### src/hw/main_macros.svh
`ifndef MAIN_MACROS_SVH
`define MAIN_MACROS_SVH

// CPU address below the page register
`define MAIN_AW 16

// Program ROM address, 256 KB
`define MAIN_ROM_AW 18

// CPU data bus
`define MAIN_DW 8

// DIP switch bank
`define MAIN_DIPW 20

`endif
### src/hw/main_bus_pkg.sv
`default_nettype none

package main_bus_pkg;

    // Region that owns the current read cycle.
    // Listed roughly in the order the read mux checks them
    typedef enum logic [2:0] {
        REG_NONE = 3'd0,
        REG_ROM  = 3'd1,
        REG_RAM  = 3'd2,
        REG_IO   = 3'd3, // Must win over the tile region
        REG_PAL  = 3'd4,
        REG_TILE = 3'd5,
        REG_OBJ  = 3'd6
    } region_t;

    // Value seen by the CPU when nobody drives the bus
    localparam logic [7:0] OPEN_BUS = 8'hff;

endpackage

`default_nettype wire

### src/hw/main_game_pkg.sv
`default_nettype none

package main_game_pkg;

    typedef enum logic [1:0] {
        GAME_ALIENS  = 2'd0,
        GAME_SCONTRA = 2'd1
    } game_t;

    // Aliens I/O map, offsets in addr[3:0]
    localparam logic [3:0] ALIENS_PORT_SYS = 4'h0;
    localparam logic [3:0] ALIENS_PORT_P1  = 4'h1;
    localparam logic [3:0] ALIENS_PORT_P2  = 4'h2;
    localparam logic [3:0] ALIENS_DIP_HI   = 4'h3;
    localparam logic [3:0] ALIENS_DIP_LO   = 4'h4;
    localparam logic [3:0] ALIENS_CTRL     = 4'h8; // init, rmrd, work
    localparam logic [3:0] ALIENS_SND      = 4'hc; // Latch and IRQ together

    // Super Contra I/O map, register index in addr[4:2]
    localparam logic [2:0] SC_REG_CTRL  = 3'd0; // prio, work, bank
    localparam logic [2:0] SC_REG_SNDL  = 3'd1;
    localparam logic [2:0] SC_REG_SNDI  = 3'd2;
    localparam logic [2:0] SC_REG_PORTS = 3'd4; // Cabinet, selected by addr[1:0]
    localparam logic [2:0] SC_REG_DIPS  = 3'd5;
    localparam logic [2:0] SC_REG_RMRD  = 3'd6;
    localparam logic [2:0] SC_REG_INIT  = 3'd7;

endpackage

`default_nettype wire

### src/hw/main_bus.sv
`timescale 1ns/1ps
`default_nettype none

`include "main_macros.svh"

module main_bus (
    input  logic                      clk,
    input  logic                      rst,
    input  logic                      rst8,
    input  main_game_pkg::game_t      game,
    // CPU bus
    input  logic [`MAIN_AW-1:0]       addr,
    input  logic [7:0]                addr_upper,
    input  logic                      cpu_we,
    input  logic [`MAIN_DW-1:0]       cpu_dout,
    input  logic                      cpu_cen,
    output logic [`MAIN_DW-1:0]       cpu_din,
    output logic                      dtack,
    // Memories and video
    output logic                      rom_cs,
    output logic [`MAIN_ROM_AW-1:0]   rom_addr,
    input  logic [`MAIN_DW-1:0]       rom_data,
    input  logic                      rom_ok,
    output logic                      ram_we,
    input  logic [`MAIN_DW-1:0]       ram_dout,
    output logic                      pal_we,
    input  logic [`MAIN_DW-1:0]       pal_dout,
    output logic                      tilesys_cs,
    input  logic [`MAIN_DW-1:0]       tilesys_dout,
    output logic                      objsys_cs,
    input  logic [`MAIN_DW-1:0]       objsys_dout,
    // Cabinet
    input  logic [3:0]                cab_1p,
    input  logic [3:0]                coin,
    input  logic [6:0]                joystick1,
    input  logic [6:0]                joystick2,
    input  logic                      service,
    input  logic [`MAIN_DIPW-1:0]     dipsw,
    input  logic                      dip_pause,
    // Control and sound
    output logic                      init,
    output logic                      rmrd,
    output logic                      work,
    output logic [1:0]                prio,
    output logic [`MAIN_DW-1:0]       snd_latch,
    output logic                      snd_irq
);
    logic                io_cs, banked_cs;
    logic [`MAIN_DW-1:0] port_in;
    logic [3:0]          bank;

    main_addr_decode u_decode (
        .clk(clk), .rst(rst), .rst8(rst8), .game(game),
        .addr(addr), .addr_upper(addr_upper), .cpu_we(cpu_we), .rom_ok(rom_ok),
        .init(init), .rmrd(rmrd), .work(work),
        .rom_data(rom_data), .ram_dout(ram_dout), .port_in(port_in),
        .pal_dout(pal_dout), .tilesys_dout(tilesys_dout), .objsys_dout(objsys_dout),
        .rom_cs(rom_cs), .ram_we(ram_we), .pal_we(pal_we), .io_cs(io_cs),
        .banked_cs(banked_cs), .tilesys_cs(tilesys_cs), .objsys_cs(objsys_cs),
        .dtack(dtack), .cpu_din(cpu_din)
    );

    main_rom_map u_rom_map (
        .game(game), .addr(addr), .addr_upper(addr_upper),
        .rom_cs(rom_cs), .banked_cs(banked_cs), .bank(bank),
        .rom_addr(rom_addr)
    );

    main_io_ports u_io (
        .clk(clk), .rst(rst), .game(game),
        .addr(addr), .addr_upper(addr_upper), .cpu_we(cpu_we),
        .cpu_dout(cpu_dout), .cpu_cen(cpu_cen), .io_cs(io_cs),
        .cab_1p(cab_1p), .coin(coin), .joystick1(joystick1), .joystick2(joystick2),
        .service(service), .dipsw(dipsw), .dip_pause(dip_pause),
        .port_in(port_in), .init(init), .rmrd(rmrd), .work(work), .prio(prio),
        .bank(bank), .snd_latch(snd_latch), .snd_irq(snd_irq)
    );

endmodule

`default_nettype wire

### src/hw/main_io_ports.sv
`timescale 1ns/1ps
`default_nettype none

`include "main_macros.svh"

module main_io_ports (
    input  logic                   clk,
    input  logic                   rst,
    input  main_game_pkg::game_t   game,
    input  logic [`MAIN_AW-1:0]    addr,
    input  logic [7:0]             addr_upper,
    input  logic                   cpu_we,
    input  logic [`MAIN_DW-1:0]    cpu_dout,
    input  logic                   cpu_cen,
    input  logic                   io_cs,
    input  logic [3:0]             cab_1p,
    input  logic [3:0]             coin,
    input  logic [6:0]             joystick1,
    input  logic [6:0]             joystick2,
    input  logic                   service,
    input  logic [`MAIN_DIPW-1:0]  dipsw,
    input  logic                   dip_pause,
    output logic [`MAIN_DW-1:0]    port_in,
    output logic                   init,
    output logic                   rmrd,
    output logic                   work,
    output logic [1:0]             prio,
    output logic [3:0]             bank,
    output logic [`MAIN_DW-1:0]    snd_latch,
    output logic                   snd_irq
);
    import main_game_pkg::*;

    logic                 wr_en, rd_en;
    logic [3:0]           ctrl_bank;
    logic [`MAIN_DW-1:0]  rd_value;

    assign wr_en = io_cs && cpu_we && cpu_cen;  // Once per bus cycle
    assign rd_en = io_cs && !cpu_we;

    // Port layout per game
    always_comb begin
        rd_value = 8'hff;
        case (game)
            GAME_SCONTRA: begin
                if (!addr[5]) begin
                    case (addr[4:2])
                        SC_REG_PORTS: begin
                            case (addr[1:0])
                                2'd0: rd_value = {dip_pause, 2'b11, cab_1p[1:0],
                                                  service, coin[1:0]};
                                2'd1: rd_value = {2'b11, joystick1[5:0]};
                                2'd2: rd_value = {2'b11, joystick2[5:0]};
                                default: rd_value = {2'b11, joystick1[6], joystick2[6],
                                                     dipsw[19:16]};
                            endcase
                        end
                        SC_REG_DIPS: rd_value = addr[0] ? dipsw[15:8] : dipsw[7:0];
                        default: rd_value = 8'hff;
                    endcase
                end
            end
            default: begin
                case (addr[3:0])
                    ALIENS_PORT_SYS: rd_value = {dip_pause, 2'b11, service, dipsw[19:16]};
                    ALIENS_PORT_P1:  rd_value = {cab_1p[0], coin[0], joystick1[5:0]};
                    ALIENS_PORT_P2:  rd_value = {cab_1p[1], coin[1], joystick2[5:0]};
                    ALIENS_DIP_HI:   rd_value = dipsw[15:8];
                    ALIENS_DIP_LO:   rd_value = dipsw[7:0];
                    default:         rd_value = 8'hff;
                endcase
            end
        endcase
    end

    always_ff @(posedge clk, posedge rst) begin
        if (rst) begin
            port_in   <= '0;
            init      <= 1'b0;  // Scroll is garbled if left set
            rmrd      <= 1'b0;
            work      <= 1'b0;
            prio      <= 2'd0;
            ctrl_bank <= 4'd0;
            bank      <= 4'd0;
            snd_latch <= '0;
            snd_irq   <= 1'b0;
        end else begin
            // Only Super Contra latches its bank
            bank <= (game == GAME_SCONTRA) ? ctrl_bank : addr_upper[3:0];
            if (cpu_cen) begin
                snd_irq <= 1'b0;
            end
            if (rd_en) begin
                port_in <= rd_value;
            end
            if (wr_en) begin
                case (game)
                    GAME_SCONTRA: begin
                        if (!addr[5]) begin
                            case (addr[4:2])
                                SC_REG_CTRL: begin
                                    prio              <= {1'b0, cpu_dout[7]};
                                    {work, ctrl_bank} <= cpu_dout[4:0];
                                end
                                SC_REG_SNDL: snd_latch <= cpu_dout;
                                SC_REG_SNDI: snd_irq   <= 1'b1;
                                SC_REG_RMRD: rmrd      <= cpu_dout[0];
                                SC_REG_INIT: init      <= cpu_dout[0];
                                default: ;           // Watchdog and spares
                            endcase
                        end
                    end
                    default: begin
                        case (addr[3:0])
                            ALIENS_CTRL: {init, rmrd, work} <= cpu_dout[7:5];
                            ALIENS_SND: begin
                                snd_latch <= cpu_dout;
                                snd_irq   <= 1'b1;
                            end
                            default: ;
                        endcase
                    end
                endcase
            end
        end
    end

endmodule

`default_nettype wire

### src/hw/main_rom_map.sv
`timescale 1ns/1ps
`default_nettype none

`include "main_macros.svh"

module main_rom_map (
    input  main_game_pkg::game_t      game,
    input  logic [`MAIN_AW-1:0]       addr,
    input  logic [7:0]                addr_upper,
    input  logic                      rom_cs,
    input  logic                      banked_cs,
    input  logic [3:0]                bank,
    output logic [`MAIN_ROM_AW-1:0]   rom_addr
);
    import main_game_pkg::*;

    logic sc_high;

    // Upper half of the Super Contra ROM
    assign sc_high = banked_cs && bank[3];

    always_comb begin
        case (game)
            GAME_SCONTRA: begin
                rom_addr[17]    = 1'b0;
                rom_addr[16]    = sc_high;
                rom_addr[15]    = banked_cs ? bank[2] : addr[15];
                rom_addr[14:13] = banked_cs ? bank[1:0] : addr[14:13];
                rom_addr[12:0]  = addr[12:0];
            end
            default: begin
                // Aliens takes the page register straight from the CPU
                if (banked_cs) begin
                    rom_addr = {addr_upper[4:0], addr[12:0]};
                end else begin
                    rom_addr = {2'b10, addr};     // Fixed code at the top
                end
            end
        endcase
        // Graphics chips share this address bus
        if (!rom_cs) begin
            rom_addr[15:0] = addr;
        end
    end

endmodule

`default_nettype wire

### src/hw/main_addr_decode.sv
`timescale 1ns/1ps
`default_nettype none

`include "main_macros.svh"

module main_addr_decode (
    input  logic                   clk,
    input  logic                   rst,
    input  logic                   rst8,
    input  main_game_pkg::game_t   game,
    input  logic [`MAIN_AW-1:0]    addr,
    input  logic [7:0]             addr_upper,
    input  logic                   cpu_we,
    input  logic                   rom_ok,
    input  logic                   init,
    input  logic                   rmrd,
    input  logic                   work,
    input  logic [`MAIN_DW-1:0]    rom_data,
    input  logic [`MAIN_DW-1:0]    ram_dout,
    input  logic [`MAIN_DW-1:0]    port_in,
    input  logic [`MAIN_DW-1:0]    pal_dout,
    input  logic [`MAIN_DW-1:0]    tilesys_dout,
    input  logic [`MAIN_DW-1:0]    objsys_dout,
    output logic                   rom_cs,
    output logic                   ram_we,
    output logic                   pal_we,
    output logic                   io_cs,
    output logic                   banked_cs,
    output logic                   tilesys_cs,
    output logic                   objsys_cs,
    output logic                   dtack,
    output logic [`MAIN_DW-1:0]    cpu_din
);
    import main_game_pkg::*;
    import main_bus_pkg::*;

    logic    rst_cmb;
    logic    ram_cs, pal_cs;
    logic    a65_zero, a43_zero;
    logic    sc_ioout, sc_incs, sc_chain, sc_objhit;
    region_t rd_region;

    assign a65_zero = addr[6:5] == 2'b00;
    assign a43_zero = addr[4:3] == 2'b00;

    // Super Contra helper terms from the second decoder
    assign sc_ioout  = addr[15:13] == 3'd0;
    assign sc_incs   = !init && addr[15:13] == 3'b011;
    assign sc_chain  = addr[15:12] == 4'b0011 && !rmrd;
    assign sc_objhit = sc_chain && addr[11] && (addr[10] || addr[9:3] == 7'd0);

    // Board reset plus the video reset held over the first frames
    always_ff @(posedge clk, posedge rst) begin
        if (rst) begin
            rst_cmb <= 1'b1;
        end else begin
            rst_cmb <= rst8;
        end
    end

    always_comb begin
        banked_cs  = 1'b0;
        ram_cs     = 1'b0;
        io_cs      = 1'b0;
        pal_cs     = 1'b0;
        objsys_cs  = 1'b0;
        tilesys_cs = 1'b0;
        case (game)
            GAME_SCONTRA: begin
                banked_cs  = addr[15:13] == 3'd3 && init;   // 6000-7FFF
                pal_cs     = addr[15:12] == 4'd5 && addr[11] && !work;
                ram_cs     = addr[15:13] == 3'd2 &&
                             (!addr[11] || !addr[12] || work);
                io_cs      = sc_ioout && addr[12:8] == 5'h1f && addr[7];
                objsys_cs  = sc_objhit;
                tilesys_cs = !(!sc_incs && (addr[15:14] != 2'd0 || sc_objhit ||
                               (&addr[12:7] && sc_ioout)));
            end
            default: begin
                banked_cs  = addr[15:13] == 3'd1;           // 2000-3FFF
                ram_cs     = addr[15:13] == 3'd0 && (|addr[12:10] || !work);
                io_cs      = addr[15:7] == 9'b0101_1111_1 && a65_zero;
                pal_cs     = addr[15:10] == 6'd0 && work;
                objsys_cs  = addr[15:11] == 5'b01111 && !rmrd && init &&
                             (addr[10] || (addr[9:7] == 3'd0 && a65_zero && a43_zero));
                // Tile chips see the whole 4000-7FFF page until init
                tilesys_cs = addr[15:14] == 2'd1 &&
                             (!init || (!io_cs && !pal_cs && !objsys_cs));
            end
        endcase
    end

    // ROM only answers reads
    assign rom_cs = !rst_cmb && (addr[15] || banked_cs) && !cpu_we;
    assign ram_we = ram_cs && cpu_we;
    assign pal_we = pal_cs && cpu_we;
    assign dtack  = !rom_cs || rom_ok;   // Stall on slow SDRAM

    // Read priority
    always_comb begin
        if (rom_cs) begin
            rd_region = REG_ROM;
        end else if (ram_cs) begin
            rd_region = REG_RAM;
        end else if (io_cs) begin
            rd_region = REG_IO;
        end else if (pal_cs) begin
            rd_region = REG_PAL;
        end else if (tilesys_cs) begin
            rd_region = REG_TILE;
        end else if (objsys_cs) begin
            rd_region = REG_OBJ;
        end else begin
            rd_region = REG_NONE;
        end
    end

    always_comb begin
        case (rd_region)
            REG_ROM:  cpu_din = rom_data;
            REG_RAM:  cpu_din = ram_dout;
            REG_IO:   cpu_din = port_in;     // Registered one clock earlier
            REG_PAL:  cpu_din = pal_dout;
            REG_TILE: cpu_din = tilesys_dout;
            REG_OBJ:  cpu_din = objsys_dout;
            default:  cpu_din = OPEN_BUS;
        endcase
    end

endmodule

`default_nettype wire

### config.mk
export PLATFORM = sky130hd
export DESIGN_NAME = main_bus
export DESIGN_NICKNAME = d
export VERILOG_FILES = /design/src/hw/main_bus_pkg.sv /design/src/hw/main_game_pkg.sv /design/src/hw/main_bus.sv /design/src/hw/main_io_ports.sv /design/src/hw/main_rom_map.sv /design/src/hw/main_addr_decode.sv
export VERILOG_INCLUDE_DIRS = /design/src /design/src/hw
export SDC_FILE = /design/constraint.sdc
export NUM_CORES = 1
export LEC_CHECK = 0
export BUFFER_PORTS_ARGS = -buffer_cell sky130_fd_sc_hd__buf_2
export CAP_MARGIN = 10
export CORE_MARGIN = 2
export CORE_UTILIZATION = 45
export DETAILED_ROUTE_END_ITERATION = 12
export PLACE_DENSITY_LB_ADDON = 0.2
export SLEW_MARGIN = 10
export SYNTH_ARGS = -nofsm -noshare
export SYNTH_HDL_FRONTEND = slang
export SYNTH_HIERARCHICAL = 1
export SYNTH_SLANG_ARGS = --single-unit
### constraint.sdc
create_clock -name clk -period 2.6 [get_ports clk]
set_input_delay 0.26 -clock clk [delete_from_list [all_inputs] [get_ports clk]]
set_output_delay 0.26 -clock clk [all_outputs]
set_load 0.05 [all_outputs]
## Word-level counts from Yosys, hierarchy flattened

Cells that the tools add are included.

- Shift-type cells: 0
- Mux-type cells: 47
- Magnitude comparators: 0
- Multipliers: 0
- Div/mod/pow operators: 0
- Equal/unequal tests: 35
- Bitwise logic cells: 1
- Reduce and logical (&&, ||, !) cells: 73
- Add/subtract/negate cells: 0

Operator list:

| cell | count |
|---|---|
| 8-bit 2-to-1 mux | 7 |
| 8-bit case mux with 6 select lines | 1 |
| 8-bit case mux with 5 select lines | 1 |
| 18-bit 2-to-1 mux | 2 |
| 1-bit logical AND | 31 |
| 1-bit 2-to-1 mux | 25 |
| 8-bit case mux with 3 select lines | 1 |
| 3-bit equality test (second input constant) | 7 |
| 4-bit AND reduction | 5 |
| 3-bit 2-to-1 mux | 6 |
| 16-bit 2-to-1 mux | 1 |
| 8-bit case mux with 2 select lines | 1 |
| 3-bit by 2-bit equality test with 1-bit output (second input constant) | 5 |
| 1-bit zero test | 13 |
| 4-bit by 2-bit equality test with 1-bit output (second input constant) | 3 |
| 1-bit logical OR | 10 |
| 3-bit by 1-bit equality test with 1-bit output (second input constant) | 3 |
| 9-bit by 8-bit equality test with 1-bit output (second input constant) | 1 |
| 3-bit zero test | 3 |
| 4-bit by 3-bit equality test with 1-bit output (second input constant) | 2 |
| 4-bit equality test (second input constant) | 2 |
| 2-bit by 1-bit inequality test with 1-bit output (second input constant) | 4 |
| 7-bit zero test | 1 |
| 2-bit by 1-bit equality test with 1-bit output (second input constant) | 3 |
| other kinds (14) | 18 |

- Word-level logic and storage cells: 166
- Output and inout port bits: 46
- RAM bits: 0
- Register bits after elaboration: 30
- Memory bits (read-only): 0
- Input bits: 124
- Memories kept: 0
- Bits in latches: 0

## Longest topological paths before layout

- Depth in word-level cells: 17
- Mapped depth: 10
- Mapped depth without buffers: 7

## By module

Netlist, hierarchy kept.

By module, submodules not included:

| module | instances | sequential area each (um^2) | cells an instance | area each (um^2) |
|---|---|---|---|---|
| main_io_ports | 1 | 725.7 | 206 | 2001.9 |
| main_addr_decode | 1 | 26.3 | 86 | 711.9 |
| main_rom_map | 1 | 0.0 | 30 | 210.2 |

## Worst setup path after synthesis

OpenSTA, ideal clock, no wires.

- Path kind: register -> output
- Start point: reg u_io.init
- End point: out rom_addr[13]
- Data required time: 2.340 ns
- Stages on the path, launching flop included: 10
- Path buffers: 2
- Slack: -0.583 ns
- Arrival: 2.923 ns
- Path through: dfrtp_1 > nand2_1 > mux2i_1 > a21oi_1 > nor3_1 > clkbuf_1 > and2_1 > buf_2 > nor2_1 > a21oi_1

- Longest elaborated chain between the ends: 6
- Elaborated cells between the ends (all ways): 9
- Classes of those cells: mux (5); reduce/logical (4)

Ends and longest elaborated chain:

| what | RTL line | RTL |
|---|---|---|
| start: declaration | main_io_ports.sv:24 | `output logic init,` |
| start signal: assignment | main_io_ports.sv:108 | `SC_REG_INIT: init <= cpu_dout[0];` |
| start signal: assignment | main_io_ports.sv:115 | `ALIENS_CTRL: {init, rmrd, work} <= cpu_dout[7:5];` |
| 1-bit logical AND | main_addr_decode.sv:70 | `banked_cs = addr[15:13] == 3'd3 && init;` |
| 1-bit 2-to-1 mux | main_addr_decode.sv:68 | `case (game)` |
| 1-bit logical OR | main_addr_decode.sv:94 | `assign rom_cs = !rst_cmb && (addr[15] \|\| banked_cs) && !cpu_we;` |
| 1-bit logical AND (2 in series) | main_addr_decode.sv:94 |  |
| net rom_cs | main_bus.sv:20 | `output logic rom_cs,` |
| 16-bit 2-to-1 mux | main_rom_map.sv:41 | `if (!rom_cs) begin` |
| end: declaration | main_bus.sv:21 | `` output logic [`MAIN_ROM_AW-1:0] rom_addr, `` |

The timed path passes the listed nets, and every way through them passes these cells.

## Final worst setup path

- Start point: reg u_io.init
- End point: out cpu_din[0]

- Longest elaborated chain between the ends: 14
- Elaborated cells between the ends (all ways): 31
- Classes of those cells: eq/ne (6); mux (10); reduce/logical (15)

Ends and longest elaborated chain:

| what | RTL line | RTL |
|---|---|---|
| 1-bit logical AND (2 in series) | main_addr_decode.sv:84 | `objsys_cs = addr[15:11] == 5'b01111 && !rmrd && init &&` |
| 1-bit zero test | main_addr_decode.sv:88 | `(!init \|\| (!io_cs && !pal_cs && !objsys_cs));` |
| 1-bit logical AND | main_addr_decode.sv:88 |  |
| 1-bit logical OR | main_addr_decode.sv:88 |  |
| 1-bit logical AND | main_addr_decode.sv:87 | `tilesys_cs = addr[15:14] == 2'd1 &&` |
| 1-bit 2-to-1 mux | main_addr_decode.sv:68 |  |
| 3-bit 2-to-1 mux | main_addr_decode.sv:109 | `end else if (tilesys_cs) begin` |
| 3-bit 2-to-1 mux | main_addr_decode.sv:107 | `end else if (pal_cs) begin` |
| 3-bit 2-to-1 mux | main_addr_decode.sv:105 | `end else if (io_cs) begin` |
| 3-bit 2-to-1 mux | main_addr_decode.sv:103 | `end else if (ram_cs) begin` |
| 3-bit 2-to-1 mux * | main_addr_decode.sv:101 | `if (rom_cs) begin` |
| 3-bit equality test (tied with other cells) | main_addr_decode.sv:119 | `case (rd_region)` |
| 8-bit case mux with 6 select lines * | main_addr_decode.sv:119 |  |
| end: declaration | main_bus.sv:17 | `` output logic [`MAIN_DW-1:0] cpu_din, `` |

Every way passes the cells marked *; elsewhere a longest branch is shown, timed or not.

==> summary.txt <==
Placement
  • Global placer's final weighted congestion: 0.905
  • Post-Place Cells: 542
  • Total half-perimeter wirelength after legalization and detailed placement: 7.47 mm
  • Minimum setup slack after placement: 0.0396 ns
  • I/O Buffers: 161
  • Standard cell area after detailed placement: 0.00372 mm²

Critical path
  • Cell with the biggest individual delay on the critical path: sky130_fd_sc_hd__dfrtp_2
  • Delay of the slowest critical-path stage: 0.46 ns
  • Startpoint-to-endpoint class of the critical path: flip-flop to output pin
  • CP bufs+invs: 1
  • Path depth of the worst reg2reg path: 3
  • Timing startpoint of the critical path: u_io/init
  • Cell class contributing the biggest share of worst-path delay: simple AND/OR/NAND/NOR gates
  • Worst path arrival time: 2.39 ns
  • Startpoint types: flip-flop
  • Largest fanout on the critical path: 8
  • Capturing element type of the critical path: output pin
  • Launching point of the worst reg2reg path: u_io/work
  • Worst setup slack for register-to-register paths: 1.70 ns
  • Worst R2R End: u_io/work
  • Critical Path, Cell by Cell: nand2_1, mux2i_1, a21oi_1, nor3_1, and4b_1, a2111o_2, buf_4
  • Logic depth of the worst setup path including buffers: 7
  • Worst setup path end: cpu_din[0]
  • Required time at the endpoint of the critical path: 2.34 ns

GRT
  • Overall overflow remaining after global route: 0
  • Overall Global Routing Usage: 0.261
  • Pin count of the biggest net entering global routing: 35
  • Global-route wire length before repair: 15.2 mm
  • Number of global-route vias before repair: 3089
  • Number of antenna violations at the first check in global routing: 0

Synthesis
  • Syn Inst Count: 322
  • Netlist area before placement: 0.00292 mm²
  • Dominant synthesized flop cell: sky130_fd_sc_hd__dfrtp_1
  • Yosys warns: 6
  • Synth cell types: 63
  • Average footprint of a synthesized cell: 9.08 µm²
  • Net count after synthesis: 451
  • Seq/Total Area, Yosys: 0.257
  • Number of enable flip-flop cells after synthesis: 0
  • Asr flop ratio synth: 1.00
  • Number of flip-flops and latches in the synthesized netlist: 30

Routing
  • DR iter-0 viols: 228
  • Total number of vias: 3249
  • Ratio of routed vias to standard cells: 5.86
  • Final antenna-violating net count: 0
  • DRC violations left: 0
  • Pre-antenna DRT Iters: 6
  • Routed wire length: 9.75 mm
  • Average detailed-routed wire length per instance: 17.6 µm

Final layout
  • Most frequent cells in the layout: sky130_fd_sc_hd__buf_2 (152), sky130_fd_sc_hd__nand2_1 (37), sky130_fd_sc_hd__dfrtp_1 (26)
  • Most common cell after layout, fill and taps aside: sky130_fd_sc_hd__buf_2
  • Finished Cell Area: 0.00394 mm²
  • Layout Cells excl Fill: 554
  • Synthesis-to-layout area growth: 34.9%
  • Number of nets in the final layout: 605
  • Antenna diode count: 0
  • Share of cells above drive strength 1: 0.503

Die
  • Starting utilization of the core area: 0.463
  • Die Footprint: 0.00716 mm²
  • Horizontal die dimension: 84.6 µm
  • Placement row count: 29
  • Count of pins on the block boundary: 170
  • Core ar.: 0.00631 mm²
  • Die Height: 84.6 µm

Clocking
  • CTS root buf: sky130_fd_sc_hd__clkbuf_8
  • Maximum buffer depth of the clock tree: 2
  • Clock latency reported for the late side of the worst-skew pair: 0.28 ns
  • TritonCTS sink count: 30
  • CTS clk-pin slew, worst paths: 0.07 ns
  • Number of H-tree branching levels: 2
  • Clock buffer count from CTS: 5
  • Clock tree from TritonCTS: built

STA
  • Final period utilization: 1.02
  • Final-report hold violation count: 0
  • Final count of pins violating max slew: 0
  • Transition time at the pin with the least slew margin: 0.647 ns
  • Worst clock skew: 0.00376 ns
  • Highest clock frequency the design can meet: 378 MHz
  • Slew HR: 0.567
  • Setup TNS after final layout: -0.0599 ns
  • RSZ-0062 raised after global routing: yes
  • Crit path setup slack, layout: -0.0482 ns
  • Final setup violation count: 3
  • Final min period: 2.65 ns

Pwr
  • Pwr per Cell Area: 371 mW/mm²
  • Part of the power in combinational logic: 0.400
  • Worst vdd ir: 0.289 mV
  • LEAKAGE: 2.00 nW
  • Clk pwr share: 0.274
  • Switching Share: 0.376
  • Internal power of the cells: 0.914 mW
  • Switching power of the nets: 0.550 mW
  • Power share of the sequential group: 0.326

Run status
  • Violations in the final reports: negative setup slack
  • Result of the run: complete, but fails checks

Worst hold path
  • Type of the most critical hold path: input pin to flip-flop

Flow run
  • Max Cap Violations: 0
## area by class of cell
| type | count | area, µm² |
|---|---|---|
| clock inverter | 2 | 12.5 |
| inverter | 15 | 56.3 |
| timing repair buffer | 185 | 1060 |
| clock buffer | 6 | 82.6 |
| sequential | 30 | 756 |
| fill | 548 | 2370 |
| multi-input combinational | 239 | 1880 |
| tap | 77 | 96.3 |
## worst min path at each step
stage | startpoint | to | slack [ns] | cells past startpoint
after floorplan | rst | u_decode/rst_cmb | 0.15 | 1
after global placement | rst | u_decode/rst_cmb | 0.28 | 2
after detailed placement | rst | u_decode/rst_cmb | 0.29 | 2
after CTS | rst8 | u_decode/rst_cmb | 0.07 | 1
after global routing | rst8 | u_decode/rst_cmb | 0.07 | 1
final | rst8 | u_decode/rst_cmb | 0.08 | 1
## timing repair
action | in CTS | in global routing
resized for setup | 19 | 4
setup buffers | 3 | 1
endpoints found under the setup margin | 8 | 9
pin swaps | 4 | 2
hold buffers | 1 | 0
endpoints found under the hold margin | 1 | 0
## synthesized netlist by cell type (2+ instances only)
| master | instances | area, µm² |
|---|---|---|
| sky130_fd_sc_hd__a2111o_1 | 9 | 101 |
| sky130_fd_sc_hd__a21boi_0 | 3 | 22.5 |
| sky130_fd_sc_hd__a21boi_2 | 2 | 22.5 |
| sky130_fd_sc_hd__a21oi_1 | 14 | 70.1 |
| sky130_fd_sc_hd__a221o_1 | 8 | 80.1 |
| sky130_fd_sc_hd__a221oi_1 | 16 | 140 |
| sky130_fd_sc_hd__a222oi_1 | 2 | 20.0 |
| sky130_fd_sc_hd__a22o_1 | 8 | 70.1 |
| sky130_fd_sc_hd__a22oi_1 | 7 | 52.6 |
| sky130_fd_sc_hd__a31oi_1 | 3 | 18.8 |
| sky130_fd_sc_hd__and2_1 | 11 | 68.8 |
| sky130_fd_sc_hd__and2b_2 | 4 | 35.0 |
| sky130_fd_sc_hd__buf_2 | 5 | 25.0 |
| sky130_fd_sc_hd__buf_4 | 18 | 135 |
| sky130_fd_sc_hd__buf_6 | 3 | 33.8 |
| sky130_fd_sc_hd__clkbuf_1 | 5 | 18.8 |
| sky130_fd_sc_hd__clkbuf_8 | 6 | 82.6 |
| sky130_fd_sc_hd__dfrtp_1 | 29 | 726 |
| sky130_fd_sc_hd__ha_1 | 5 | 62.6 |
| sky130_fd_sc_hd__inv_1 | 15 | 56.3 |
| sky130_fd_sc_hd__mux2_2 | 15 | 169 |
| sky130_fd_sc_hd__mux2i_1 | 15 | 150 |
| sky130_fd_sc_hd__nand2_1 | 37 | 139 |
| sky130_fd_sc_hd__nand2b_1 | 4 | 25.0 |
| sky130_fd_sc_hd__nand3_1 | 4 | 20.0 |
| sky130_fd_sc_hd__nand3b_1 | 3 | 22.5 |
| sky130_fd_sc_hd__nor2_1 | 12 | 45.0 |
| sky130_fd_sc_hd__nor3_1 | 3 | 15.0 |
| sky130_fd_sc_hd__nor4_1 | 2 | 12.5 |
| sky130_fd_sc_hd__o211ai_1 | 2 | 15.0 |
| sky130_fd_sc_hd__o21ai_0 | 7 | 35.0 |
| sky130_fd_sc_hd__o22ai_1 | 5 | 31.3 |
| sky130_fd_sc_hd__o31ai_1 | 3 | 22.5 |
| sky130_fd_sc_hd__o32ai_1 | 5 | 43.8 |
| sky130_fd_sc_hd__o41ai_1 | 2 | 17.5 |
| sky130_fd_sc_hd__or3_1 | 2 | 12.5 |
| sky130_fd_sc_hd__or4_1 | 2 | 15.0 |
## power by group through the flow
stage	Clock (mW)	Combinational (mW)	Sequential (mW)
after floorplan	0	0.374	0.486
after global placement	0	0.535	0.486
after detailed placement	0	0.542	0.487
after CTS	0.416	0.573	0.478
after global routing	0.437	0.620	0.478
final	0.401	0.585	0.478
## cell families after synthesis
| kind of cell | share of synthesized area |
|---|---|
| compound gates | 0.288 |
| buf+inv | 0.123 |
| simple gates | 0.197 |
| other cells | 0.00128 |
| fa+ha+maj | 0.0214 |
| flops | 0.257 |
| xor+xnor | 0.00300 |
| mux | 0.109 |
## through the flow
step,total power [mW],hold WS (ns),utilization
2_1_floorplan,0.860,0.150,-
3_3_place_gp,1.02,0.278,0.590
3_5_place_dp,1.03,0.289,0.590
4_1_cts,1.47,0.0656,0.622
5_1_grt,1.54,0.0652,0.625
6_report,1.46,0.0757,0.625
## sequential cells by signal (all words and copies together), names as in the netlist
name / count
u_io/prio: 1
u_io/port_in: 8
u_io/bank: 4
u_io/init: 1
u_io/snd_latch: 8
u_io/work: 1
u_io/rmrd: 1
u_decode/rst_cmb: 1
u_io/ctrl_bank: 4
u_io/snd_irq: 1
## layer usage
| layer | global-route usage | share of wire |
|---|---|---|
| met1 | 0.350 | 0.41 |
| met2 | 0.447 | 0.49 |
| met3 | 0.0275 | 0.083 |
| met4 | 0.0736 | 0.014 |
| met5 | 0 | 0 |
Power figures use the tool's default switching activity.
